===== config.mk =====
export PLATFORM = sky130hd
export DESIGN_NAME = code_window_buffer
export DESIGN_NICKNAME = d
export VERILOG_FILES = /design/src/rx_dsp_pkg.sv /design/src/code_window_buffer.sv
export SDC_FILE = /design/constraint.sdc
export NUM_CORES = 1
export LEC_CHECK = 0
export ABC_AREA = 1
export BUFFER_PORTS_ARGS = -buffer_cell sky130_fd_sc_hd__buf_4
export CORE_AREA = 2 2 152 154
export CTS_BUF_LIST = sky130_fd_sc_hd__clkbuf_2 sky130_fd_sc_hd__clkbuf_4 sky130_fd_sc_hd__clkbuf_8
export CTS_CLUSTER_DIAMETER = 150
export DETAILED_ROUTE_END_ITERATION = 10
export DIE_AREA = 0 0 154 156
export PLACE_DENSITY = 0.59
export SLEW_MARGIN = 20
export SYNTH_ARGS = -nofsm -noshare
export SYNTH_HDL_FRONTEND = slang
export SYNTH_SLANG_ARGS = --single-unit

===== constraint.sdc =====
create_clock -name clk -period 1.15 [get_ports clk]
set_clock_uncertainty 0.05 [all_clocks]
set_input_delay 0.0575 -clock clk [delete_from_list [all_inputs] [get_ports clk]]
set_output_delay 0.0575 -clock clk [all_outputs]
set_load 0.02 [all_outputs]

===== src/rx_dsp_pkg.sv =====
package rx_dsp_pkg;

    // Sample and coefficient widths
    localparam int code_w     = 8;
    localparam int weight_w   = 8;
    localparam int ffe_out_w  = 10;
    localparam int tap_w      = 8;
    localparam int est_code_w = 10;
    localparam int error_w    = 11;
    localparam int shift_w    = 4;

    // Largest filters the coefficient arrays can hold
    localparam int max_ffe_len  = 8;
    localparam int max_chan_len = 4;

    // Full-precision sums for the largest filters
    localparam int ffe_acc_w  = code_w + weight_w + $clog2(max_ffe_len);
    localparam int chan_acc_w = tap_w + 1 + $clog2(max_chan_len);

    typedef logic signed [code_w-1:0]     code_t;
    typedef logic signed [weight_w-1:0]   weight_t;
    typedef logic signed [ffe_out_w-1:0]  ffe_out_t;
    typedef logic signed [tap_w-1:0]      tap_t;
    typedef logic signed [est_code_w-1:0] est_code_t;
    typedef logic signed [error_w-1:0]    error_t;
    typedef logic        [shift_w-1:0]    shift_t;

    typedef logic signed [ffe_acc_w-1:0]  ffe_acc_t;
    typedef logic signed [chan_acc_w-1:0] chan_acc_t;

    // Saturation limits
    localparam ffe_out_t ffe_out_max = {1'b0, {(ffe_out_w-1){1'b1}}};
    localparam ffe_out_t ffe_out_min = {1'b1, {(ffe_out_w-1){1'b0}}};

    localparam est_code_t est_code_max = {1'b0, {(est_code_w-1){1'b1}}};
    localparam est_code_t est_code_min = {1'b1, {(est_code_w-1){1'b0}}};

endpackage


===== src/code_window_buffer.sv =====
`timescale 1ns/100ps

module code_window_buffer #(
    parameter int num_lanes = 8,
    parameter int ffe_len   = 4
) (
    input  logic              clk,
    input  logic              rst_n_i,
    input  rx_dsp_pkg::code_t adc_codes_i [num_lanes],
    output rx_dsp_pkg::code_t window_o    [num_lanes][ffe_len],
    output rx_dsp_pkg::code_t codes_dly_o [num_lanes]
);
    import rx_dsp_pkg::*;

    code_t cur_q  [num_lanes];
    code_t prev_q [num_lanes];

    // Previous word followed by current word, oldest sample first
    code_t span [2*num_lanes];

    always_ff @(posedge clk or negedge rst_n_i) begin
        if (!rst_n_i) begin
            cur_q  <= '{default: '0};
            prev_q <= '{default: '0};
        end else begin
            cur_q  <= adc_codes_i;
            prev_q <= cur_q;
        end
    end

    always_comb begin
        for (int i = 0; i < num_lanes; i++) begin
            span[i]             = prev_q[i];
            span[num_lanes + i] = cur_q[i];
        end
        // Tap j of lane l sees sample n-j
        for (int l = 0; l < num_lanes; l++) begin
            for (int j = 0; j < ffe_len; j++) begin
                window_o[l][j] = span[num_lanes + l - j];
            end
        end
    end

    // Previous word doubles as the code delay that lines up with the bits
    assign codes_dly_o = prev_q;

    if (ffe_len > num_lanes + 1) begin : g_len_chk
        $error("ffe_len reaches past the previous word");
    end

endmodule


After elaboration in Yosys (flattened, before gate mapping)
Cells that the tools add are included.

storage, ports and cells
  bits in registers = 128
  input port bits = 66
  output and inout bits = 320
  word-level logic and storage cells = 16

Logic depth before layout (Yosys ltp)
  depth after elaboration = 0
  mapped depth = 1
  gate-level depth less buffers = 0

Least setup slack after synthesis
OpenSTA, ideal clock, no wires.

  path kind = register -> output
  start = register cur_q, in the netlist window_o[64]
  end = output window_o[104] (netlist name)
  arrival time = 0.661 ns
  data required time = 1.043 ns
  setup slack = 0.382 ns
  cell stages (with the launch flop) = 2
  path buffers = 1
  path through = dfrtp_1 > buf_4

RTL lines
  element                 line                      text
  start, declared         code_window_buffer.sv:15  code_t cur_q [num_lanes];
  start signal, assigned  code_window_buffer.sv:26  cur_q <= adc_codes_i;
  end, declared           code_window_buffer.sv:10  output rx_dsp_pkg::code_t window_o [num_lanes][ffe_len],

No word-level cell between the ends.

Worst setup path in the final report
  start = register cur_q, in the netlist window_o[65]
  end = output window_o[105] (netlist name)

No word-level cell between the ends.

==> out/qor.yml <==
drive_above_1_share_pct: 78.9
fillers: 2084
avgSynthCellArea_sq_um: 14.5
netlist_instances: 320
cp_slowest_cell: "dfrtp_2"
ant_nets: 0
cellLeakagePower_nw: 4.12
hold_violations: 16
nMultiInputCombCells: 0
failed_checks: "hold timing, setup timing"
yosysWarnings: 0
fin_ws_ns: -0.0181
syn_nets: 386
dr.pass1.iters: 2
core_area_sq_mm: 0.0224
cts_sinks: 128
finalCritPeriodShare_pct: 102
slew_viol_final: 0
drv_cap: 0
fp.dieH_microns: 156
ys_ff_latch: 128
vias_per_cell: 3.43
synth_edf_count: 0
worstPathRequired_ns: 1.04
crit_chain: "buf_6"
place_congestion: 0.695
yosysSeqAreaShare_pct: 69.0
cp_top_family: "flip-flops"
clock-root-buffer: "clkbuf_8"
crit_buf_inv: 1
htreeDepth: 4
arrival_ns: 1.06
yosysUniqueCellTypes: 2
synth_top_area_cell: "dfrtp_1"
routed_wl_microns: 13200
finalNetCount: 682
boundaryPins: 386
relSlewSlack_pct: 81.3
max-vdd-ir-drop_mv: 0.523
synth_common_cells: "buf_4, dfrtp_1"
clk_path_buf_depth: 2
min_path_type: "input pin to async pin"
fin_hold_ws_ns: -0.0117
critical_path_class: "register to output port"
max_slew.worst_pin.slew_ns: 0.280
diodes: 0
cpPeakStageDelay_ns: 0.48
place_ws_ns: 0.429
track_usage_pct: 10.5
antenna_found_initial: 1
drc: 0
syn2layout_area_growth_pct: 85.2
clkLatencyLatePin_ns: 0.43
status: "finished, violations left"
grt_pass1_wl_microns: 19000
cts_buffers: 17
rows: 55
startpoint_type: "register"
dp.final_hpwl_microns: 8840
final_core_util_pct: 38.5
period_minus_slack_ns: 1.17
path_clk_slew_ns: 0.08
fmax_mhz: 856
netlist.area_leader.share_pct: 69.0
async_flop_share_pct: 100
finalSetupViolCount: 38
wl_per_cell_microns: 14.5
cts_tree: "built"
grt_pass1_vias: 3297
netlist_top_cells_area: "dfrtp_1, buf_4"
die_w_microns: 154
synth_most_common_cell: "buf_4"
grt_max_degree: 50
gr-total-overflow: 0
crit_fanout: 5
dieArea_sq_mm: 0.0240
seqCellArea_sq_mm: 0.00328
cts_hold_buffers: 65
drt_iter0_drc: 75
start_util_pct: 20.8
syn_area_sq_mm: 0.00464
num_vias: 3136
rsz0062_at_grt: "yes"
io_buffers: 385
critPathCaptureType: "output port"
synthFlopType: "dfrtp_1"
power_density_mw_per_mm2: 1270
multi_input_area_sq_um: 0
layout by cell type (no fill, tap or decap):
cell type and instances:
clkinv_4 2, clkinv_2 4, clkinvlp_4 5, buf_12 2, clkbuf_8 17, dfrtp_2 60
inv_6 4, dlygate4sd3_1 65, dfrtp_1 68, buf_6 244, buf_4 158
worst reg2reg max path, stage by stage (launching register included):
cell     delay [ns]
dfrtp_2        0.46
buf_4          0.15
buf_4          0.12
power breakdown:
part / internal (mW) / total [mW] / switching [mW]
combinational: 1.30 / 2.45 / 1.16
clock: 1.50 / 3.41 / 1.91
sequential: 4.75 / 5.03 / 0.285
total: 7.54 / 10.9 / 3.35
kinds of logic (layout without fill, tap and decap cells):
kind of cell  count (synthesis)  count (layout)  share of synthesized area [%]
flops                       128             128                           69.0
buf+inv                     192             501                           31.0
path summary, 6_finish.rpt:
kind                              endpoint            start  cells after the start  slack (ns)
max                          window_o[105]     window_o[65]                      1       -0.02
min                        codes_dly_o[61]          rst_n_i                      2       -0.01
max reg2reg                codes_dly_o[56]    window_o[128]                      2        0.26
min reg2reg                 codes_dly_o[3]     window_o[27]                      0        0.32
max in group asynchronous     window_o[13]          rst_n_i                      3        0.49
min in group clk             window_o[102]  adc_codes_i[54]                      2        0.22
routing by layer:
layer  track usage, %  vias to the layer above  share of wire, %
li1                 -                     1381                 -
met1             10.7                     1529                33
met2             19.1                      210                56
met3             4.33                       14               9.5
met4             4.01                        2               1.5
met5                0                        -             0.053
through the flow:
| stage | area [sq um] | total power, mW | cells | TNS [ns] | hold slack (ns) |
|---|---|---|---|---|---|
| 6_report | 8600 | 10.9 | 914 | -0.236 | -0.0117 |
| 5_1_grt | 8600 | 11.5 | 914 | -15.72 | -0.0225 |
| 4_1_cts | 8420 | 11.0 | 912 | -7.90 | -0.0506 |
| 3_5_place_dp | 6510 | 6.99 | 802 | 0 | -0.123 |
| 3_3_place_gp | 6510 | 6.97 | 802 | 0 | -0.115 |
| 2_1_floorplan | 4640 | 6.22 | 320 | 0 | -0.288 |
final cells by class:
| class | count | area share (%) |
|---|---|---|
| Clock inverter | 15 | 1.28 |
| Timing Repair Buffer | 469 | 53.8 |
| Sequential cell | 128 | 38.1 |
| Clock buffer | 17 | 2.72 |
| Tap cell | 285 | 4.14 |
what timing repair did:
item / CTS / global route
setup endpoints to repair: 237 / 269
gates cloned: 0 / 0
buffers inserted: 13 / 2
gates resized for setup: 252 / 51
hold endpoints to repair: 192 / 18
registers in the layout (all words and copies together) (netlist names):
signal,flops
codes_dly_o,64
window_o,64
No activity file was read; power rests on OpenSTA's default activity.
