File: src/rx_dsp_pkg.sv
package rx_dsp_pkg;

    // Sample and coefficient widths
    localparam int code_w     = 8;
    localparam int weight_w   = 8;
    localparam int ffe_out_w  = 10;
    localparam int tap_w      = 8;
    localparam int est_code_w = 10;
    localparam int error_w    = 11;
    localparam int shift_w    = 4;

    // Largest filters the coefficient arrays can hold
    localparam int max_ffe_len  = 8;
    localparam int max_chan_len = 4;

    // Full-precision sums for the largest filters
    localparam int ffe_acc_w  = code_w + weight_w + $clog2(max_ffe_len);
    localparam int chan_acc_w = tap_w + 1 + $clog2(max_chan_len);

    typedef logic signed [code_w-1:0]     code_t;
    typedef logic signed [weight_w-1:0]   weight_t;
    typedef logic signed [ffe_out_w-1:0]  ffe_out_t;
    typedef logic signed [tap_w-1:0]      tap_t;
    typedef logic signed [est_code_w-1:0] est_code_t;
    typedef logic signed [error_w-1:0]    error_t;
    typedef logic        [shift_w-1:0]    shift_t;

    typedef logic signed [ffe_acc_w-1:0]  ffe_acc_t;
    typedef logic signed [chan_acc_w-1:0] chan_acc_t;

    // Saturation limits
    localparam ffe_out_t ffe_out_max = {1'b0, {(ffe_out_w-1){1'b1}}};
    localparam ffe_out_t ffe_out_min = {1'b1, {(ffe_out_w-1){1'b0}}};

    localparam est_code_t est_code_max = {1'b0, {(est_code_w-1){1'b1}}};
    localparam est_code_t est_code_min = {1'b1, {(est_code_w-1){1'b0}}};

endpackage

File: src/rx_cfg_pkg.sv
package rx_cfg_pkg;

    localparam int cfg_sel_w  = 3;
    localparam int cfg_idx_w  = 3;
    localparam int cfg_data_w = 16;
    localparam int ffe_mode_w = 1;

    // Register write opcodes
    typedef enum logic [cfg_sel_w-1:0] {
        CFG_FFE_WEIGHT = 3'd0,
        CFG_FFE_SHIFT  = 3'd1,
        CFG_THRESH     = 3'd2,
        CFG_CHAN_TAP   = 3'd3,
        CFG_CHAN_SHIFT = 3'd4,
        CFG_MODE       = 3'd5
    } cfg_reg_e;

    typedef enum logic [ffe_mode_w-1:0] {
        FFE_FILTER = 1'b0,
        FFE_BYPASS = 1'b1
    } ffe_mode_e;

    // Tap index within the weight or channel array
    typedef logic [cfg_idx_w-1:0]  cfg_idx_t;
    typedef logic [cfg_data_w-1:0] cfg_data_t;

endpackage

File: src/rx_cfg_if.sv
`timescale 1ns/100ps

interface rx_cfg_if #(
    parameter int ffe_len  = 4,
    parameter int chan_len = 3
);
    import rx_dsp_pkg::*;
    import rx_cfg_pkg::*;

    // FFE and slicer settings
    weight_t [ffe_len-1:0] weights;
    shift_t                ffe_shift;
    ffe_out_t              thresh;
    ffe_mode_e             mode;

    // Channel estimate settings
    tap_t [chan_len-1:0] chan_taps;
    shift_t              chan_shift;

    modport regs (output weights, ffe_shift, thresh, chan_taps, chan_shift, mode);
    modport lane (input weights, ffe_shift, thresh, mode);
    modport est  (input chan_taps, chan_shift);

    if (ffe_len > max_ffe_len) begin : g_ffe_len_chk
        $error("ffe_len exceeds max_ffe_len");
    end

    if (chan_len > max_chan_len) begin : g_chan_len_chk
        $error("chan_len exceeds max_chan_len");
    end

endinterface

File: src/rx_cfg_regs.sv
`timescale 1ns/100ps

module rx_cfg_regs #(
    parameter int ffe_len  = 4,
    parameter int chan_len = 3
) (
    input  logic                  clk,
    input  logic                  rst_n_i,
    input  logic                  cfg_we_i,
    input  rx_cfg_pkg::cfg_reg_e  cfg_sel_i,
    input  rx_cfg_pkg::cfg_idx_t  cfg_idx_i,
    input  rx_cfg_pkg::cfg_data_t cfg_data_i,
    rx_cfg_if.regs                cfg
);
    import rx_dsp_pkg::*;
    import rx_cfg_pkg::*;

    always_ff @(posedge clk or negedge rst_n_i) begin
        if (!rst_n_i) begin
            cfg.weights    <= '0;
            cfg.ffe_shift  <= '0;
            cfg.thresh     <= '0;
            cfg.chan_taps  <= '0;
            cfg.chan_shift <= '0;
            cfg.mode       <= FFE_FILTER;
        end else if (cfg_we_i) begin
            case (cfg_sel_i)
                CFG_FFE_WEIGHT: begin
                    // Only indices inside the array match
                    for (int i = 0; i < ffe_len; i++) begin
                        if (cfg_idx_i == cfg_idx_t'(i)) begin
                            cfg.weights[i] <= weight_t'(cfg_data_i[weight_w-1:0]);
                        end
                    end
                end
                CFG_FFE_SHIFT: begin
                    cfg.ffe_shift <= shift_t'(cfg_data_i[shift_w-1:0]);
                end
                CFG_THRESH: begin
                    cfg.thresh <= ffe_out_t'(cfg_data_i[ffe_out_w-1:0]);
                end
                CFG_CHAN_TAP: begin
                    for (int i = 0; i < chan_len; i++) begin
                        if (cfg_idx_i == cfg_idx_t'(i)) begin
                            cfg.chan_taps[i] <= tap_t'(cfg_data_i[tap_w-1:0]);
                        end
                    end
                end
                CFG_CHAN_SHIFT: begin
                    cfg.chan_shift <= shift_t'(cfg_data_i[shift_w-1:0]);
                end
                CFG_MODE: begin
                    cfg.mode <= ffe_mode_e'(cfg_data_i[ffe_mode_w-1:0]);
                end
                default: begin
                end
            endcase
        end
    end

    // Writes carry one of the defined opcodes
    a_cfg_sel_defined: assert property (@(posedge clk) disable iff (!rst_n_i)
        cfg_we_i |-> cfg_sel_i inside {CFG_FFE_WEIGHT, CFG_FFE_SHIFT, CFG_THRESH,
                                       CFG_CHAN_TAP, CFG_CHAN_SHIFT, CFG_MODE});

endmodule

File: src/flat_wrapper.sv
// flat-port wrapper written by rule: the top's interface ports become plain ports
module rx_cfg_regs_flat import rx_dsp_pkg::*; import rx_cfg_pkg::*;
#(
    parameter int ffe_len  = 4,
    parameter int chan_len = 3
)
  (clk, rst_n_i, cfg_we_i, cfg_sel_i, cfg_idx_i, cfg_data_i, cfg_weights, cfg_ffe_shift, cfg_thresh, cfg_chan_taps, cfg_chan_shift, cfg_mode);
  rx_cfg_if #(.ffe_len(ffe_len), .chan_len(chan_len)) cfg_i ();
  input  logic clk;
  input  logic rst_n_i;
  input  logic cfg_we_i;
  input  rx_cfg_pkg::cfg_reg_e cfg_sel_i;
  input  rx_cfg_pkg::cfg_idx_t cfg_idx_i;
  input  rx_cfg_pkg::cfg_data_t cfg_data_i;
  output wire logic [$bits(cfg_i.weights)-1:0] cfg_weights;
  output wire logic [$bits(cfg_i.ffe_shift)-1:0] cfg_ffe_shift;
  output wire logic [$bits(cfg_i.thresh)-1:0] cfg_thresh;
  output wire logic [$bits(cfg_i.chan_taps)-1:0] cfg_chan_taps;
  output wire logic [$bits(cfg_i.chan_shift)-1:0] cfg_chan_shift;
  output wire logic [$bits(cfg_i.mode)-1:0] cfg_mode;
  assign cfg_weights = cfg_i.weights;
  assign cfg_ffe_shift = cfg_i.ffe_shift;
  assign cfg_thresh = cfg_i.thresh;
  assign cfg_chan_taps = cfg_i.chan_taps;
  assign cfg_chan_shift = cfg_i.chan_shift;
  assign cfg_mode = cfg_i.mode;
  rx_cfg_regs #(.ffe_len(ffe_len), .chan_len(chan_len)) u_core (.clk(clk), .rst_n_i(rst_n_i), .cfg_we_i(cfg_we_i), .cfg_sel_i(cfg_sel_i), .cfg_idx_i(cfg_idx_i), .cfg_data_i(cfg_data_i), .cfg(cfg_i));
endmodule
File: config.mk
export PLATFORM = sky130hd
export DESIGN_NAME = rx_cfg_regs_flat
export DESIGN_NICKNAME = d
export VERILOG_FILES = /design/src/rx_dsp_pkg.sv /design/src/rx_cfg_pkg.sv /design/src/rx_cfg_if.sv /design/src/rx_cfg_regs.sv /design/src/flat_wrapper.sv
export SDC_FILE = /design/constraint.sdc
export NUM_CORES = 1
export LEC_CHECK = 0
export ABC_AREA = 1
export BUFFER_PORTS_ARGS = -buffer_cell sky130_fd_sc_hd__clkbuf_2
export CORE_MARGIN = 4
export CORE_UTILIZATION = 54
export CTS_CLUSTER_DIAMETER = 50
export CTS_CLUSTER_SIZE = 8
export DETAILED_ROUTE_END_ITERATION = 10
export PLACE_DENSITY = 0.84
export SYNTH_ARGS = -nofsm -noshare
export SYNTH_HDL_FRONTEND = slang
export SYNTH_SLANG_ARGS = --single-unit
File: constraint.sdc
create_clock -name clk -period 1.36 [get_ports clk]
set_clock_uncertainty 0.1 [all_clocks]
set_input_delay 0.068 -clock clk [delete_from_list [all_inputs] [get_ports clk]]
set_output_delay 0.068 -clock clk [all_outputs]
set_load 0.01 [all_outputs]
* After elaboration in Yosys (flattened, before gate mapping)
Cells that the tools add are included.
** Operators by class
- Equality and inequality tests :: 8
- Reductions and logical operators :: 13
** Operators with widths (count)
- AND reduction 3 bit :: 7
- equality test 3 x 2 -> 1 bit, second input constant :: 4
- AND reduction 2 bit :: 4
- equality test 3 x 1 -> 1 bit, second input constant :: 2
- equality test 3 bit, second input constant :: 2
- zero test 3 bit :: 2
** Storage, ports and cells
- Register bits after elaboration :: 75
- Input bits :: 25
- Output and inout bits :: 75
- Word-level logic and storage cells :: 32

* Longest topological paths before layout
- Depth in word-level cells :: 2
- Mapped depth :: 7
- Gate-level depth less buffers :: 6

* Worst setup path before layout
OpenSTA, ideal clock, no wires.
- Kind :: input port to flip-flop
- From :: in cfg_sel_i[1]
- To :: reg u_core.cfg.weights[0]
- Library setup time :: 0.117 ns
- Arrival time :: 0.711 ns
- Data required time :: 1.143 ns
- Path slack :: 0.432 ns
- Stages :: 6
- Buffers on the path :: 0
- Cells stage by stage :: inv_1 -> nand2_1 -> nor2_4 -> nand2_1 -> nand2_1 -> nand2_1
** On the way
- Longest elaborated chain between the ends :: 2
** Ends and longest elaborated chain
- start, declared :: line flat_wrapper.sv:12 : input rx_cfg_pkg::cfg_reg_e cfg_sel_i;
- zero test 3 bit :: line rx_cfg_regs.sv:27 : case (cfg_sel_i)
- AND reduction 3 bit (no source line)
- end signal, assigned by index :: line rx_cfg_regs.sv:32 : cfg.weights[i] <= weight_t'(cfg_data_i[weight_w-1:0]);
- end, declared :: line rx_cfg_if.sv:20 : modport regs (output weights, ffe_shift, thresh, chan_taps, chan_shift, mode);
No other way between the ends.
A chain may end at the register's enable or synchronous reset.

==> reports/qor.yml <==
run:
  max_cap_viol_count: 0
timing:
  period_needed_ns: 1.29
  slew_headroom: 0.742
  setup_viol: 0
  layout_worst_path_cycle_share: 0.949
  maxSlewViolCount: 0
  rsz0062_at_grt: "no"
  worst_pin_slew_ns: 0.388
  final_hold_viol_count: 0
  max_freq_mhz: 775
global_routing:
  antenna_found_initial: 0
  grt_pass1_vias: 2709
  grt_usage: 0.240
  grt_pass1_wl_mm: 13.1
  grt_max_degree: 76
  gr-total-overflow: 0
yosys:
  syn_nets: 367
  yosys_warnings: 0
  synth-seq-cells: 75
  syn-cell-area_um2: 3050
  yosysSeqAreaShare: 0.616
  synth_area_per_cell_um2: 8.92
  postSynthCellCount: 342
  yosysUniqueCellTypes: 12
setup_path:
  reg2reg_slack_ns: 0.56
  cp.arrival_ns: 1.42
  crit_type: "input pin to flip-flop"
  worst-path-buf-inv: 3
  slowest_stage: "dlygate4sd3_1"
  worst-path-max-fanout: 1
  required_ns: 1.49
  cp_cell_sequence: "dlygate4sd3_1, clkbuf_2, nand3_1, dlygate4sd3_1, nand2_1"
  r2r-start: "u_core.cfg.chan_shift[0]$_DFFE_PN0P_"
  worst_setup_path_end_kind: "flip-flop"
  cpPeakStageDelay_ns: 0.56
  path_delay_family: "buffers and inverters"
  r2r-end: "u_core.cfg.chan_shift[0]$_DFFE_PN0P_"
  cp-start-kind: "input pin"
  worstRegToRegCells: 2
  critPathMostFrequentCell: "dlygate4sd3_1"
clock_tree:
  cts_buffers: 9
  h-tree-depth: 3
  clockBufferDepth: 2
  clk_pin_slew_worst_paths_ns: 0.07
  clkLatencyLatePin_ns: 0.34
  cts-root-buf: "clkbuf_8"
  cts_tree: "done"
  clock-sinks: 75
floorplan:
  io_pins: 100
  rows: 27
  die_area_um2: 6910
  initial_core_util: 0.554
  fp.dieW_um: 83.1
  fp.dieH_um: 83.1
  core-area_um2: 5510
detailed_routing:
  vias_per_cell: 5.15
  wirelength_mm: 7.96
  firstDrtPassIters: 4
  drtIter0Drc: 180
  wl_per_cell_um: 15.1
  num_vias: 2719
  antenna_left: 0
  drc: 0
layout:
  diodes: 0
  fin_util: 0.704
  fin_nets: 476
  fin_cells: 528
  areaGrowthSynthToFinish_pct: 27.2
  final_common_cell: "nand2_1"
  drive_gt1_frac: 0.281
  mostFrequentLayoutCells: "153 x nand2_1, 92 x clkbuf_2, 75 x dfrtp_1"
placed_design:
  port_buffers: 93
  dp.cells: 503
  routabilityCongestion: 0.780
  dp.final_hpwl_mm: 5.26
outcome:
  status: "finished clean"
min_path:
  whs_endpoint: "u_core.cfg.weights[23]$_DFFE_PN0P_"
  whs_path_depth: 4
  min_path_type: "input pin to flip-flop"
  hold_start: "cfg_idx_i[0]"
power:
  p_per_area_nw_per_um2: 1360
  p_leak_nw: 2.26
  ir_worst_vdd_mv: 0.745
[how the worst max path moves through the flow]
stage / depth (start not counted) / end / start / slack, ns
floorplan: 6 / u_core.cfg.weights[0]$_DFFE_PN0P_ / cfg_sel_i[1] / 0.43
global placement: 7 / u_core.cfg.weights[14]$_DFFE_PN0P_ / cfg_sel_i[1] / 0.02
detailed placement: 7 / u_core.cfg.weights[25]$_DFFE_PN0P_ / cfg_sel_i[1] / -0.04
CTS: 5 / u_core.cfg.thresh[8]$_DFFE_PN0P_ / cfg_data_i[8] / 0.12
global route: 5 / u_core.cfg.thresh[8]$_DFFE_PN0P_ / cfg_data_i[8] / 0.07
finish: 5 / u_core.cfg.thresh[9]$_DFFE_PN0P_ / cfg_data_i[9] / 0.07
[final cells by class]
class	instances	area (um2)
Multi-Input combinational cell	239	1030
Timing Repair Buffer	115	668
Clock buffer	14	163
Clock inverter	2	10.0
Tap cell	72	90.1
Sequential cell	75	1880
Inverter	11	41.3
Fill cell	427	1630
[state kept, by name (all words and copies together), names as in the netlist]
signal	cells
u_core.cfg.chan_shift	4
u_core.cfg.chan_taps	24
u_core.cfg.ffe_shift	4
u_core.cfg.mode	1
u_core.cfg.thresh	10
u_core.cfg.weights	32
[cells in the mapped netlist]
| library cell | n | area, um2 |
|---|---|---|
| nand3_1 | 63 | 315 |
| nor2_1 | 1 | 3.75 |
| nand2_1 | 153 | 574 |
| dfrtp_1 | 75 | 1880 |
| o21ai_0 | 13 | 65.1 |
| clkbuf_1 | 8 | 30.0 |
| nor2_4 | 3 | 33.8 |
| buf_4 | 8 | 60.1 |
| nand2_2 | 2 | 12.5 |
| buf_6 | 1 | 11.3 |
| inv_1 | 11 | 41.3 |
| nor2_2 | 4 | 25.0 |
[per-stage QoR]
step / setup TNS [ns] / setup WS, ns / hold slack (ns) / power (mW) / cell area [um2]
finish: 0 / 0.0690 / 0.00536 / 5.28 / 3880
global route: 0 / 0.0692 / 0.0143 / 5.58 / 3880
CTS: 0 / 0.119 / 0.00112 / 5.31 / 3880
detailed placement: -0.416 / -0.0381 / 0.0168 / 3.78 / 3620
global placement: 0 / 0.0179 / 0.00891 / 3.73 / 3620
floorplan: 0 / 0.432 / -0.328 / 3.24 / 3050
[worst min-delay path: cells and delay by family]
family                 cells  cell delay [ns]
buffers and inverters      1             0.13
and+or+nand+nor            3             0.21
[power by group]
group	internal [mW]	switching, mW	total, mW
clock network	0.760	0.765	1.52
registers	2.55	0.190	2.74
logic	0.397	0.615	1.01
[routing by layer]
layer | wire [um] | GRT usage | vias up
li1 | - | - | 1308
met2 | 3930 | 0.385 | 109
met4 | 233 | 0.129 | 0
met3 | 387 | 0.0456 | 23
met5 | 0 | 0 | -
met1 | 3410 | 0.309 | 1279
[cells by family (layout without fill, tap and decap cells)]
logic type / after synthesis / in the layout / share of synthesized area
and+or+nand+nor: 226 / 226 / 0.316
DFF: 75 / 75 / 0.616
buffers and inverters: 28 / 142 / 0.0468
AOI/OAI and AO/OA: 13 / 13 / 0.0213
[repair_timing]
| item | 4_1_cts | 5_1_grt |
|---|---|---|
| resized for setup | 0 | 0 |
| buffers inserted | 0 | 0 |
| endpoints found under the hold margin | 82 | 0 |
| hold buffers | 9 | 0 |
No activity file was read; power rests on OpenSTA's default activity.
