File: config.mk
export PLATFORM = sky130hd
export DESIGN_NAME = ffe_slicer_lane_flat
export DESIGN_NICKNAME = d
export VERILOG_FILES = /design/src/rx_dsp_pkg.sv /design/src/rx_cfg_pkg.sv /design/src/rx_cfg_if.sv /design/src/ffe_slicer_lane.sv /design/src/flat_wrapper.sv
export SDC_FILE = /design/constraint.sdc
export NUM_CORES = 1
export LEC_CHECK = 0
export BUFFER_PORTS_ARGS = -buffer_cell sky130_fd_sc_hd__buf_2
export CAP_MARGIN = 20
export CORE_AREA = 3 3 218 220
export DETAILED_ROUTE_END_ITERATION = 8
export DIE_AREA = 0 0 221 223
export GPL_ROUTABILITY_DRIVEN = 0
export PLACE_DENSITY = 0.58
export SKIP_LAST_GASP = 1
export SLEW_MARGIN = 10
export SYNTH_ARGS = -nofsm -noshare
export SYNTH_HDL_FRONTEND = slang
export SYNTH_SLANG_ARGS = --single-unit
File: constraint.sdc
create_clock -name clk -period 0.8 [get_ports clk]
set_input_delay 0.16 -clock clk [delete_from_list [all_inputs] [get_ports clk]]
set_output_delay 0.16 -clock clk [all_outputs]
set_load 0.01 [all_outputs]
File: src/rx_dsp_pkg.sv
package rx_dsp_pkg;

    // Sample and coefficient widths
    localparam int code_w     = 8;
    localparam int weight_w   = 8;
    localparam int ffe_out_w  = 10;
    localparam int tap_w      = 8;
    localparam int est_code_w = 10;
    localparam int error_w    = 11;
    localparam int shift_w    = 4;

    // Largest filters the coefficient arrays can hold
    localparam int max_ffe_len  = 8;
    localparam int max_chan_len = 4;

    // Full-precision sums for the largest filters
    localparam int ffe_acc_w  = code_w + weight_w + $clog2(max_ffe_len);
    localparam int chan_acc_w = tap_w + 1 + $clog2(max_chan_len);

    typedef logic signed [code_w-1:0]     code_t;
    typedef logic signed [weight_w-1:0]   weight_t;
    typedef logic signed [ffe_out_w-1:0]  ffe_out_t;
    typedef logic signed [tap_w-1:0]      tap_t;
    typedef logic signed [est_code_w-1:0] est_code_t;
    typedef logic signed [error_w-1:0]    error_t;
    typedef logic        [shift_w-1:0]    shift_t;

    typedef logic signed [ffe_acc_w-1:0]  ffe_acc_t;
    typedef logic signed [chan_acc_w-1:0] chan_acc_t;

    // Saturation limits
    localparam ffe_out_t ffe_out_max = {1'b0, {(ffe_out_w-1){1'b1}}};
    localparam ffe_out_t ffe_out_min = {1'b1, {(ffe_out_w-1){1'b0}}};

    localparam est_code_t est_code_max = {1'b0, {(est_code_w-1){1'b1}}};
    localparam est_code_t est_code_min = {1'b1, {(est_code_w-1){1'b0}}};

endpackage

File: src/rx_cfg_pkg.sv
package rx_cfg_pkg;

    localparam int cfg_sel_w  = 3;
    localparam int cfg_idx_w  = 3;
    localparam int cfg_data_w = 16;
    localparam int ffe_mode_w = 1;

    // Register write opcodes
    typedef enum logic [cfg_sel_w-1:0] {
        CFG_FFE_WEIGHT = 3'd0,
        CFG_FFE_SHIFT  = 3'd1,
        CFG_THRESH     = 3'd2,
        CFG_CHAN_TAP   = 3'd3,
        CFG_CHAN_SHIFT = 3'd4,
        CFG_MODE       = 3'd5
    } cfg_reg_e;

    typedef enum logic [ffe_mode_w-1:0] {
        FFE_FILTER = 1'b0,
        FFE_BYPASS = 1'b1
    } ffe_mode_e;

    // Tap index within the weight or channel array
    typedef logic [cfg_idx_w-1:0]  cfg_idx_t;
    typedef logic [cfg_data_w-1:0] cfg_data_t;

endpackage

File: src/rx_cfg_if.sv
`timescale 1ns/100ps

interface rx_cfg_if #(
    parameter int ffe_len  = 4,
    parameter int chan_len = 3
);
    import rx_dsp_pkg::*;
    import rx_cfg_pkg::*;

    // FFE and slicer settings
    weight_t [ffe_len-1:0] weights;
    shift_t                ffe_shift;
    ffe_out_t              thresh;
    ffe_mode_e             mode;

    // Channel estimate settings
    tap_t [chan_len-1:0] chan_taps;
    shift_t              chan_shift;

    modport regs (output weights, ffe_shift, thresh, chan_taps, chan_shift, mode);
    modport lane (input weights, ffe_shift, thresh, mode);
    modport est  (input chan_taps, chan_shift);

    if (ffe_len > max_ffe_len) begin : g_ffe_len_chk
        $error("ffe_len exceeds max_ffe_len");
    end

    if (chan_len > max_chan_len) begin : g_chan_len_chk
        $error("chan_len exceeds max_chan_len");
    end

endinterface

File: src/ffe_slicer_lane.sv
`timescale 1ns/100ps

module ffe_slicer_lane #(
    parameter int ffe_len = 4
) (
    input  logic                   clk,
    input  logic                   rst_n_i,
    input  rx_dsp_pkg::code_t      window_i [ffe_len],
    rx_cfg_if.lane                 cfg,
    output rx_dsp_pkg::ffe_out_t   ffe_o,
    output logic                   bit_o
);
    import rx_dsp_pkg::*;
    import rx_cfg_pkg::*;

    localparam ffe_acc_t sat_hi = ffe_acc_t'(ffe_out_max);
    localparam ffe_acc_t sat_lo = ffe_acc_t'(ffe_out_min);

    ffe_acc_t prod [ffe_len];
    ffe_acc_t acc;
    ffe_acc_t acc_sh;
    ffe_out_t eq;
    logic     primed_q;

    // Multiply-accumulate at full precision
    always_comb begin
        acc = '0;
        for (int j = 0; j < ffe_len; j++) begin
            prod[j] = window_i[j] * cfg.weights[j];
            acc     = acc + prod[j];
        end
        acc_sh = acc >>> cfg.ffe_shift;
    end

    always_comb begin
        if (cfg.mode == FFE_BYPASS) begin
            eq = ffe_out_t'(window_i[0]);
        end else if (acc_sh > sat_hi) begin
            eq = ffe_out_max;
        end else if (acc_sh < sat_lo) begin
            eq = ffe_out_min;
        end else begin
            eq = ffe_out_t'(acc_sh);
        end
    end

    always_ff @(posedge clk or negedge rst_n_i) begin
        if (!rst_n_i) begin
            primed_q <= 1'b0;
            ffe_o    <= '0;
            bit_o    <= 1'b0;
        end else begin
            primed_q <= 1'b1;
            ffe_o    <= eq;
            // Word ahead of the stream slices as bit 0
            bit_o    <= primed_q && (eq >= cfg.thresh);
        end
    end

endmodule

File: src/flat_wrapper.sv
// flat-port wrapper written by rule: the top's interface ports become plain ports
module ffe_slicer_lane_flat import rx_dsp_pkg::*; import rx_cfg_pkg::*;
#(
    parameter int ffe_len = 4
)
  (clk, rst_n_i, window_i, ffe_o, bit_o, cfg_weights, cfg_ffe_shift, cfg_thresh, cfg_mode);
  rx_cfg_if #(.ffe_len(ffe_len)) cfg_i ();
  input  logic clk;
  input  logic rst_n_i;
  input  rx_dsp_pkg::code_t window_i[ffe_len];
  output rx_dsp_pkg::ffe_out_t ffe_o;
  output logic bit_o;
  input wire logic [$bits(cfg_i.weights)-1:0] cfg_weights;
  input wire logic [$bits(cfg_i.ffe_shift)-1:0] cfg_ffe_shift;
  input wire logic [$bits(cfg_i.thresh)-1:0] cfg_thresh;
  input wire logic [$bits(cfg_i.mode)-1:0] cfg_mode;
  assign cfg_i.weights = cfg_weights;
  assign cfg_i.ffe_shift = cfg_ffe_shift;
  assign cfg_i.thresh = cfg_thresh;
  assign cfg_i.mode = cfg_mode;
  ffe_slicer_lane #(.ffe_len(ffe_len)) u_core (.clk(clk), .rst_n_i(rst_n_i), .window_i(window_i), .cfg(cfg_i), .ffe_o(ffe_o), .bit_o(bit_o));
endmodule
[Yosys cells after proc, flatten, opt, wreduce, memory -nomap -nowiden]
Cells that the tools add are included.
Word-level totals
  bits in registers: 12
  bits of input ports: 81
  output and inout bits: 11
  logic and storage cells: 18
Cells by class
  add/sub/neg operators: 3
  multipliers: 4
  order comparisons: 3
  shift operators: 1
  muxes and demuxes: 3
  reduce and logical (&&, ||, !) cells: 1
Operators with widths (number)
  $mul 8x8->16: 4
  $add 19x19->19: 3
  $mux 10: 3
  $gt 19x10->1 const B: 1
  $lt 19x10->1 const B: 1
  $sshr 19x4->19: 1
  $ge 10x10->1: 1
  $logic_and 1x1->1: 1

[Longest topological paths before layout]
Gate-level depths: netlist of run 1.
  depth in word-level cells: 11
  gate-level depth with buffers: 51
  depth with buffers taken out: 49

[Worst setup path before layout of run 1]
No wires, ideal clock.
  path kind: input-to-reg
  from: input window_i[21] in the netlist's numbering
  to: register u_core.bit_o
  setup time: 0.119 ns
  data arrival time: 9.601 ns
  data required time: 0.681 ns
  slack: -8.919 ns
  cell stages on the path: 47
  path buffers: 1
  cell sequence: and2_1 > fa_1 > inv_1 > fa_1 > inv_1 > fa_1 > fa_1 > ha_1 > inv_1 > o21bai_1 > a21oi_1 > nor2b_1 > o21a_1 > o21ai_0 > nand2b_1 > a21oi_1 > o21ai_0 > xnor2_1 > (+11 left out) > mux2_2 > and4_1 > nand4_1 > or4b_1 > nand3_2 > a21oi_1 > ha_1 > nor2b_1 > o21a_1 > o21a_1 > o21a_1 > o21ai_0 > nand2b_1 > a21oi_1 > nor2b_1 > o21ai_0 > a31oi_1 > o21a_1
Between the ends
  longest elaborated chain between the ends: 11
  elaborated cells on any way between the ends: 12
  classes of those cells: add/sub (3); mul (1); order compare (3); shift (1); mux (3); reduce/logical (1)
Ends and longest elaborated chain
  from (decl): line flat_wrapper.sv:10  | input rx_dsp_pkg::code_t window_i[ffe_len];
  $mul 8x8->16 (*): line ffe_slicer_lane.sv:29  | prod[j] = window_i[j] * cfg.weights[j];
  $add 19x19->19 (*) (3 in a row): line ffe_slicer_lane.sv:30  | acc = acc + prod[j];
  $sshr 19x4->19 (*): line ffe_slicer_lane.sv:32  | acc_sh = acc >>> cfg.ffe_shift;
  $lt 19x10->1: line ffe_slicer_lane.sv:40  | end else if (acc_sh < sat_lo) begin
  $mux 10: line ffe_slicer_lane.sv:40
  $mux 10 (*): line ffe_slicer_lane.sv:38  | end else if (acc_sh > sat_hi) begin
  $mux 10 (*): line ffe_slicer_lane.sv:36  | if (cfg.mode == FFE_BYPASS) begin
  named net u_core.eq[1]: line ffe_slicer_lane.sv:22  | ffe_out_t eq;
  $ge 10x10->1 (*): line ffe_slicer_lane.sv:56  | bit_o <= primed_q && (eq >= cfg.thresh);
  $logic_and 1x1->1 (*): line ffe_slicer_lane.sv:56
  to (signal assigned): line ffe_slicer_lane.sv:56
  to (decl): line ffe_slicer_lane.sv:11  | output logic bit_o
The timed path passes the listed nets; every way through them passes the cells marked *.

[Final worst setup path of run 1]
  from: input cfg_weights[8]
  to: register u_core.bit_o
Between the ends
  longest elaborated chain between the ends: 11
  elaborated cells on any way between the ends: 12
  classes of those cells: add/sub (3); mul (1); order compare (3); shift (1); mux (3); reduce/logical (1)
Ends and longest elaborated chain
  from (decl): line flat_wrapper.sv:13  | input wire logic [$bits(cfg_i.weights)-1:0] cfg_weights;
  $mul 8x8->16 (*): line ffe_slicer_lane.sv:29
  $add 19x19->19 (*) (3 in a row): line ffe_slicer_lane.sv:30
  $sshr 19x4->19 (*): line ffe_slicer_lane.sv:32
  $lt 19x10->1: line ffe_slicer_lane.sv:40
  $mux 10: line ffe_slicer_lane.sv:40
  $mux 10 (*): line ffe_slicer_lane.sv:38
  $mux 10 (*): line ffe_slicer_lane.sv:36
  named net u_core.eq[1]: line ffe_slicer_lane.sv:22
  $ge 10x10->1 (*): line ffe_slicer_lane.sv:56
  $logic_and 1x1->1 (*): line ffe_slicer_lane.sv:56
Marked as above.

==> results of run 1 <==
layout by cell type (no fill, tap or decap), types with 13 or more instances in the layout:
master and instances:
buf_4 400, inv_1 328, fa_1 250, and2_1 148
ha_1 129, nand2_1 116, buf_2 81, xnor2_1 50
nor2_1 47, buf_6 44, a21oi_1 42, nor2b_1 31
a21oi_2 27, xor2_1 22, nand2b_1 21, o21ai_0 21
nand3_1 17, o21a_1 16, o211ai_1 15, and2_4 14
ha_4 13
flip-flops by register name, indices dropped and copies added, names as in the netlist:
register	cells
u_core.ffe_o	10
u_core.bit_o	1
u_core.primed_q	1
through the flow:
stage | utilization | std cells | instance area [µm²] | setup TNS [ps] | worst slack (ps)
6_report | 0.416 | 2676 | 18900 | -86550 | -8790
5_1_grt | 0.416 | 2676 | 18900 | -90840 | -9260
4_1_cts | 0.408 | 2669 | 18600 | -87860 | -8830
3_5_place_dp | 0.389 | 2616 | 17700 | -88270 | -9320
3_3_place_gp | 0.389 | 2616 | 17700 | -87080 | -9190
2_1_floorplan | - | 1574 | 13700 | -77700 | -8450
worst max-delay path: cells and delay by family:
kind	cells	cell delay, ps
adders and majority gates	10	3580
and+or+nand+nor	12	2140
buffers and inverters	7	740
AOI/OAI and AO/OA	19	2860
xor gates and xnor gates	1	190
final timing paths:
path / to / slack, ps / cells after the start
max: u_core.bit_o$_DFF_PN0_ / -8790 / 49
min: u_core.bit_o$_DFF_PN0_ / 340 / 2
max reg2reg: u_core.bit_o$_DFF_PN0_ / 210 / 1
min reg2reg: u_core.bit_o$_DFF_PN0_ / 490 / 1
max in group asynchronous: u_core.ffe_o[5]$_DFF_PN0_ / 240 / 2
min in group clk: u_core.ffe_o[0]$_DFF_PN0_ / 380 / 4
area by class of cell:
class,count,area share
Multi-Input combinational cell,1194,0.663
Timing Repair Buffer,530,0.210
Inverter,337,0.0670
Tap cell,600,0.0397
Sequential cell,12,0.0159
Clock buffer,3,0.00397
synth_stat cells, drive strengths merged, types with 4 or more instances:
cell type / number
nand2: 119
ha: 143
a31oi: 4
mux2i: 7
o31ai: 5
o21ai: 33
nor3: 15
a211oi: 7
mux2: 5
o21bai: 12
nor2: 53
nor4: 8
o2111ai: 4
xnor2: 53
a21oi: 74
buf: 9
clkbuf: 22
o211ai: 16
nand2b: 21
fa: 253
o21a: 17
nand3: 20
a21o: 13
xor2: 24
inv: 337
dfrtp: 12
or3: 9
o22ai: 6
mux4: 5
nand4: 11
nor2b: 31
and2: 162
logic make-up (layout without fill, tap and decap cells):
kind of cell,after synthesis,after routing,share of synthesized area
xor+xnor,77,77,0.0495
fa+ha+maj,396,396,0.503
mux,17,17,0.0178
other cells,1,1,0.000275
flops,12,12,0.0220
buf+inv,368,870,0.102
compound gates,236,236,0.121
simple gates,467,467,0.184
what timing repair did:
item | 4_1_cts | 5_1_grt
hold buffers | 1 | 0
pin swaps | 37 | 41
hold endpoints to repair | 12 | 0
buffers inserted | 49 | 9
endpoints found under the setup margin | 22 | 22
gates resized for setup | 92 | 71
metal layers:
layer  vias up  wire (µm)  GRT usage
li1       6008          -          -
met1      6027      17200      0.203
met2       175      19200      0.284
met3        38        696    0.00526
met4         2        491     0.0191
met5         -         13          0
==> run summary, run 1 <==
routed via count = 12300
max_cap viols = 0
TritonCTS buffer count = 3
multi-input logic area = 0.0126 mm²
Clk Latency, worst-skew pair = 240 ps
RSZ-0062 raised after global routing = yes
number of buffers added on ports = 91
EDFF count, synth = 0
Initial Util = 0.300
TritonCTS clock tree = built
core area = 0.0455 mm²
CP max stage cell = or4b_4
post-detail-place hpwl = 32.9 mm
crit path from = cfg_weights[8]
CTS sink cnt = 12
Syn Nets = 2051
io pins = 92
r2r startpoint = u_core.primed_q$_DFF_PN0_
maximum fanout along the worst path = 9
number of endpoints failing setup at the final stage = 22
pin count of the biggest net entering global routing = 19
Worst slew margin = 0.598
first-pass GRT wire length = 64.1 mm
sequential area share after synthesis = 0.0220
Async SR Flop Fraction = 1.00
Post-synth top flop = dfrtp_1
Routed Antenna Nets = 0
status = finished, violations left
Root Driver = clkbuf_16
drt drc = 0
syn avg cell area = 8.66 µm²
Crit path required time = 930 ps
CP startpoint kind = input port
count of final max-slew check failures = 0
Hold WC Path Type = in2async
min Tclk post-route = 9590 ps
full die area = 0.0493 mm²
GRT Overall Usage = 0.153
share of the clock period used by the worst path = 12.0
crit path capture type = flip-flop
Synth area leader = fa_1
# fillers = 4529
initial antenna violation count = 1
total grt overflow = 0
Worst-path clk slew = 40 ps
Worst-Margin Slew = 596 ps
H-Tree Depth = 1
num rows = 78
maximum clock rate = 104 MHz
Mapped Area = 0.0136 mm²
Yosys top cell area share = 0.372
Inserted Diodes = 0
clk buf depth = 2
Synth cell types = 87
number of global-route vias before repair = 13300
Area contributors post-synth = fa_1 37%, ha_1 13%, inv_1 9.3%
Final WS setup = -8790 ps
Cells after Synth = 1574
vias per cell = 4.58
Synth-to-Final Area Change = 38.9%
DIE WIDTH = 221 µm
DRT Wirelength = 37.6 mm
Final Hold Viols = 0
Yosys warning count = 0
Worst path max stage delay = 580 ps
Setup Skew = 0.0340 ps
layout cells sized above 1 = 0.324
DR pass1 iterations = 5
Die Ht = 223 µm
violated checks = setup timing
nets = 2555
initial DRC count = 540
critical path type = in2reg
Critical Path AT = 9720 ps
Seq. cell area = 300 µm²
final hold slack = 336 ps
Seq cells post-synth = 12
drt wl/cell = 14.0 µm
Power of run 1 is left out: the tool's default activity adds up to more than one toggle a clock period on the data nets, which glitch-free logic cannot reach.
==> run 2, diff against run 1 <==
--- a/config.mk
+++ b/config.mk
@@ -11,7 +11,6 @@
 export DETAILED_ROUTE_END_ITERATION = 8
 export DIE_AREA = 0 0 221 223
 export GPL_ROUTABILITY_DRIVEN = 0
-export PLACE_DENSITY = 0.58
 export SKIP_LAST_GASP = 1
 export SLEW_MARGIN = 10
 export SYNTH_ARGS = -nofsm -noshare
==> run summary, run 2 (synthesis results as in run 1) <==
CP startpoint kind = input port
post-detail-place hpwl = 32.7 mm
Synth-to-Final Area Change = 35.3%
number of endpoints failing setup at the final stage = 22
TritonCTS clock tree = built
Clk Latency, worst-skew pair = 240 ps
DR WL met2 = 18.3 mm
Reg with most FFs = u_core.ffe_o
max_cap viols = 0
TritonCTS buffer count = 3
Setup Skew = 0.0406 ps
Worst path max stage delay = 570 ps
vias per cell = 4.56
H-Tree Depth = 1
CTS sink cnt = 12
violated checks = setup timing
initial DRC count = 439
max reg flops = 10
crit path from = window_i[7]
Die Ht = 223 µm
Setup TNS = -84260 ps
Routed met1 length = 16.6 mm
pin count of the biggest net entering global routing = 20
Root Driver = clkbuf_16
drt wl/cell = 13.8 µm
CP max stage cell = fa_1
Worst-path clk slew = 40 ps
total grt overflow = 0
RSZ-0062 raised after global routing = yes
Final Hold Viols = 0
min Tclk post-route = 9650 ps
routed via count = 12100
GRT Overall Usage = 0.147
Final WS setup = -8850 ps
maximum fanout along the worst path = 8
nets = 2523
drt drc = 0
Routed Antenna Nets = 0
number of global-route vias before repair = 13100
core area = 0.0455 mm²
share of the clock period used by the worst path = 12.1
Setup crit end = u_core.bit_o$_DFF_PN0_
R2R cell count = 1
DR pass1 iterations = 7
status = finished, violations left
commonest non-fill, non-tap cell in the layout = buf_4
num rows = 78
r2r startpoint = u_core.primed_q$_DFF_PN0_
Worst slew margin = 0.629
first-pass GRT wire length = 62.0 mm
routed length on met3 = 828 µm
crit path capture type = flip-flop
Worst-Margin Slew = 551 ps
layout cells sized above 1 = 0.301
top sig layer = met4
clk buf depth = 2
maximum clock rate = 104 MHz
reg2reg setup slack = 210 ps
io pins = 92
Crit path required time = 920 ps
critical path type = in2reg
reg2reg end = u_core.bit_o$_DFF_PN0_
number of buffers added on ports = 91
DRT Wirelength = 36.5 mm
Inserted Diodes = 0
Critical Path AT = 9770 ps
initial antenna violation count = 0
most frequent CP cell = fa_1
most frequent cells in the layout = 397 x buf_4, 334 x inv_1, 250 x fa_1
DIE WIDTH = 221 µm
count of final max-slew check failures = 0
Hold WC Path Type = in2async
Layout Utilization = 0.405
Initial Util = 0.300
biggest regs = u_core.ffe_o x10, u_core.bit_o x1, u_core.primed_q x1
full die area = 0.0493 mm²
==> run 2: timing repair <==
action                                  CTS  global route
resized for setup                        51            52
endpoints found under the hold margin    12             0
endpoints found under the setup margin   22            22
pin swaps                                19            32
buffers inserted                         13            11
hold buffers                              1             0
==> run 2: metrics by stage <==
stage,hold slack [ps],instance area [µm²],worst slack [ps],std cells
4_1_cts,333,18100,-8800,2636
2_1_floorplan,-136,13700,-8450,1574
3_3_place_gp,45.6,17700,-9180,2619
3_5_place_dp,48.2,17700,-9330,2619
5_1_grt,355,18400,-9390,2644
6_report,331,18400,-8850,2644
==> run 2: worst min path at each step <==
stage / from / to / slack, ps
global route: rst_n_i / u_core.ffe_o[1]$_DFF_PN0_ / 360
global placement: rst_n_i / u_core.bit_o$_DFF_PN0_ / 50
detailed placement: rst_n_i / u_core.ffe_o[0]$_DFF_PN0_ / 50
floorplan: rst_n_i / u_core.bit_o$_DFF_PN0_ / -140
CTS: rst_n_i / u_core.ffe_o[1]$_DFF_PN0_ / 330
finish: rst_n_i / u_core.ffe_o[1]$_DFF_PN0_ / 330
==> run 2: critical path: cells and delay by family <==
family	cells	cell delay, ps
xor gates and xnor gates	1	290
and+or+nand+nor	12	1740
muxes	1	260
adders and majority gates	9	3710
AOI/OAI and AO/OA	19	2890
buffers and inverters	7	720
==> run 2: routing by layer <==
layer  vias to the layer above  GRT usage
met4                         0     0.0289
met5                         -          0
met1                      5885      0.193
li1                       5955          -
met2                       177      0.270
met3                        35    0.00829
==> run 2: cell type report <==
cell class,instances,area [µm²]
clock buffers,3,75.1
flip-flops and latches,12,300
fillers,4610,27000
repair buffers,498,3610
well taps,600,751
multi-input cells,1194,12400
inverters,337,1270
Power of run 2 is left out for the same reason.
==> run 3, diff against run 2 <==
==> constraint.sdc (replaced) <==
create_clock -name clk -period 0.8 [get_ports clk]
set_input_delay 0.16 -clock clk [delete_from_list [all_inputs] [get_ports clk]]
set_output_delay 0.16 -clock clk [all_outputs]
set_load 0.005 [all_outputs]
==> run summary, run 3 (synthesis results as in run 1) <==
Final WS setup = -8850 ps
Final Hold Viols = 0
drt wl/cell = 13.8 µm
crit path buf inv count = 7
num rows = 78
full die area = 0.0493 mm²
Hold WC Path Type = in2async
Worst-Margin Slew = 551 ps
Worst path max stage delay = 570 ps
crit path from = window_i[7]
DR pass1 iterations = 5
Clk Latency, worst-skew pair = 240 ps
min Tclk post-route = 9650 ps
RSZ-0062 raised after global routing = yes
Setup Skew = 0.0406 ps
number of buffers added on ports = 91
Die Ht = 223 µm
Inserted Diodes = 0
number of global-route vias before repair = 13100
Worst-path clk slew = 40 ps
Initial Util = 0.300
max reg flops = 10
most frequent cells in the layout = 397 x buf_4, 334 x inv_1, 250 x fa_1
total grt overflow = 0
CP max stage cell = fa_1
initial antenna violation count = 0
drt drc = 0
maximum clock rate = 104 MHz
share of the clock period used by the worst path = 12.1
CTS sink cnt = 12
number of endpoints failing setup at the final stage = 22
core area = 0.0455 mm²
maximum fanout along the worst path = 8
Routed Antenna Nets = 0
DRT Wirelength = 36.5 mm
routed via count = 12100
TritonCTS clock tree = built
biggest regs = u_core.ffe_o x10, u_core.bit_o x1, u_core.primed_q x1
Non-Filler Instances = 2644
DIE WIDTH = 221 µm
r2r startpoint = u_core.primed_q$_DFF_PN0_
GRT Overall Usage = 0.147
layout cells sized above 1 = 0.301
first-pass GRT wire length = 62.0 mm
design area = 0.0184 mm²
Crit path required time = 920 ps
violated checks = setup timing
count of final max-slew check failures = 0
initial DRC count = 426
crit path capture type = flip-flop
H-Tree Depth = 1
max_cap viols = 0
CP top delay family = adder cells
Worst slew margin = 0.629
Area after DPL = 0.0177 mm²
Synth-to-Final Area Change = 35.2%
post-detail-place hpwl = 32.7 mm
Reg with most FFs = u_core.ffe_o
pin count of the biggest net entering global routing = 20
TritonCTS buffer count = 3
vias per cell = 4.56
Layout Utilization = 0.405
commonest non-fill, non-tap cell in the layout = buf_4
most frequent CP cell = fa_1
nets = 2523
io pins = 92
clk buf depth = 2
placed cell count = 2619
Critical Path AT = 9770 ps
CP startpoint kind = input port
Root Driver = clkbuf_16
status = finished, violations left
critical path type = in2reg
## run 3: layout make-up
class	count	area (µm²)
Fill cell	4613	27100
Multi-Input combinational cell	1194	12400
Timing Repair Buffer	498	3600
Inverter	337	1270
Tap cell	600	751
Sequential cell	12	300
Clock buffer	3	75.1
## run 3: timing repair
item | 4_1_cts | 5_1_grt
endpoints found under the hold margin | 12 | 0
setup endpoints to repair | 22 | 22
pin swaps | 19 | 32
hold buffers | 1 | 0
buffers inserted | 13 | 11
resized for setup | 50 | 50
gates cloned | 0 | 0
## run 3: through the flow
step / setup TNS [ps] / worst slack, ps / hold slack [ps]
after floorplan: -77700 / -8450 / -136
after global placement: -86920 / -9180 / 45.6
after detailed placement: -88260 / -9330 / 48.2
after CTS: -83810 / -8800 / 333
after global routing: -88660 / -9390 / 355
final: -84110 / -8850 / 330
## run 3: per-layer routing
| metal | vias to the layer above | part of all wire | GRT usage |
|---|---|---|---|
| li1 | 5956 | - | - |
| met3 | 35 | 0.023 | 0.00829 |
| met4 | 0 | 0.020 | 0.0289 |
| met1 | 5879 | 0.46 | 0.193 |
| met2 | 184 | 0.50 | 0.270 |
| met5 | - | 0 | 0 |
## run 3: worst paths after layout
kind / to / slack [ps] / depth (start not counted)
max: u_core.bit_o$_DFF_PN0_ / -8850 / 49
min reg2reg: u_core.bit_o$_DFF_PN0_ / 490 / 1
min: u_core.ffe_o[1]$_DFF_PN0_ / 330 / 2
min in group clk: u_core.ffe_o[0]$_DFF_PN0_ / 420 / 4
max in group asynchronous: u_core.ffe_o[3]$_DFF_PN0_ / 260 / 2
max reg2reg: u_core.bit_o$_DFF_PN0_ / 210 / 1
Power of run 3 is left out for the same reason.
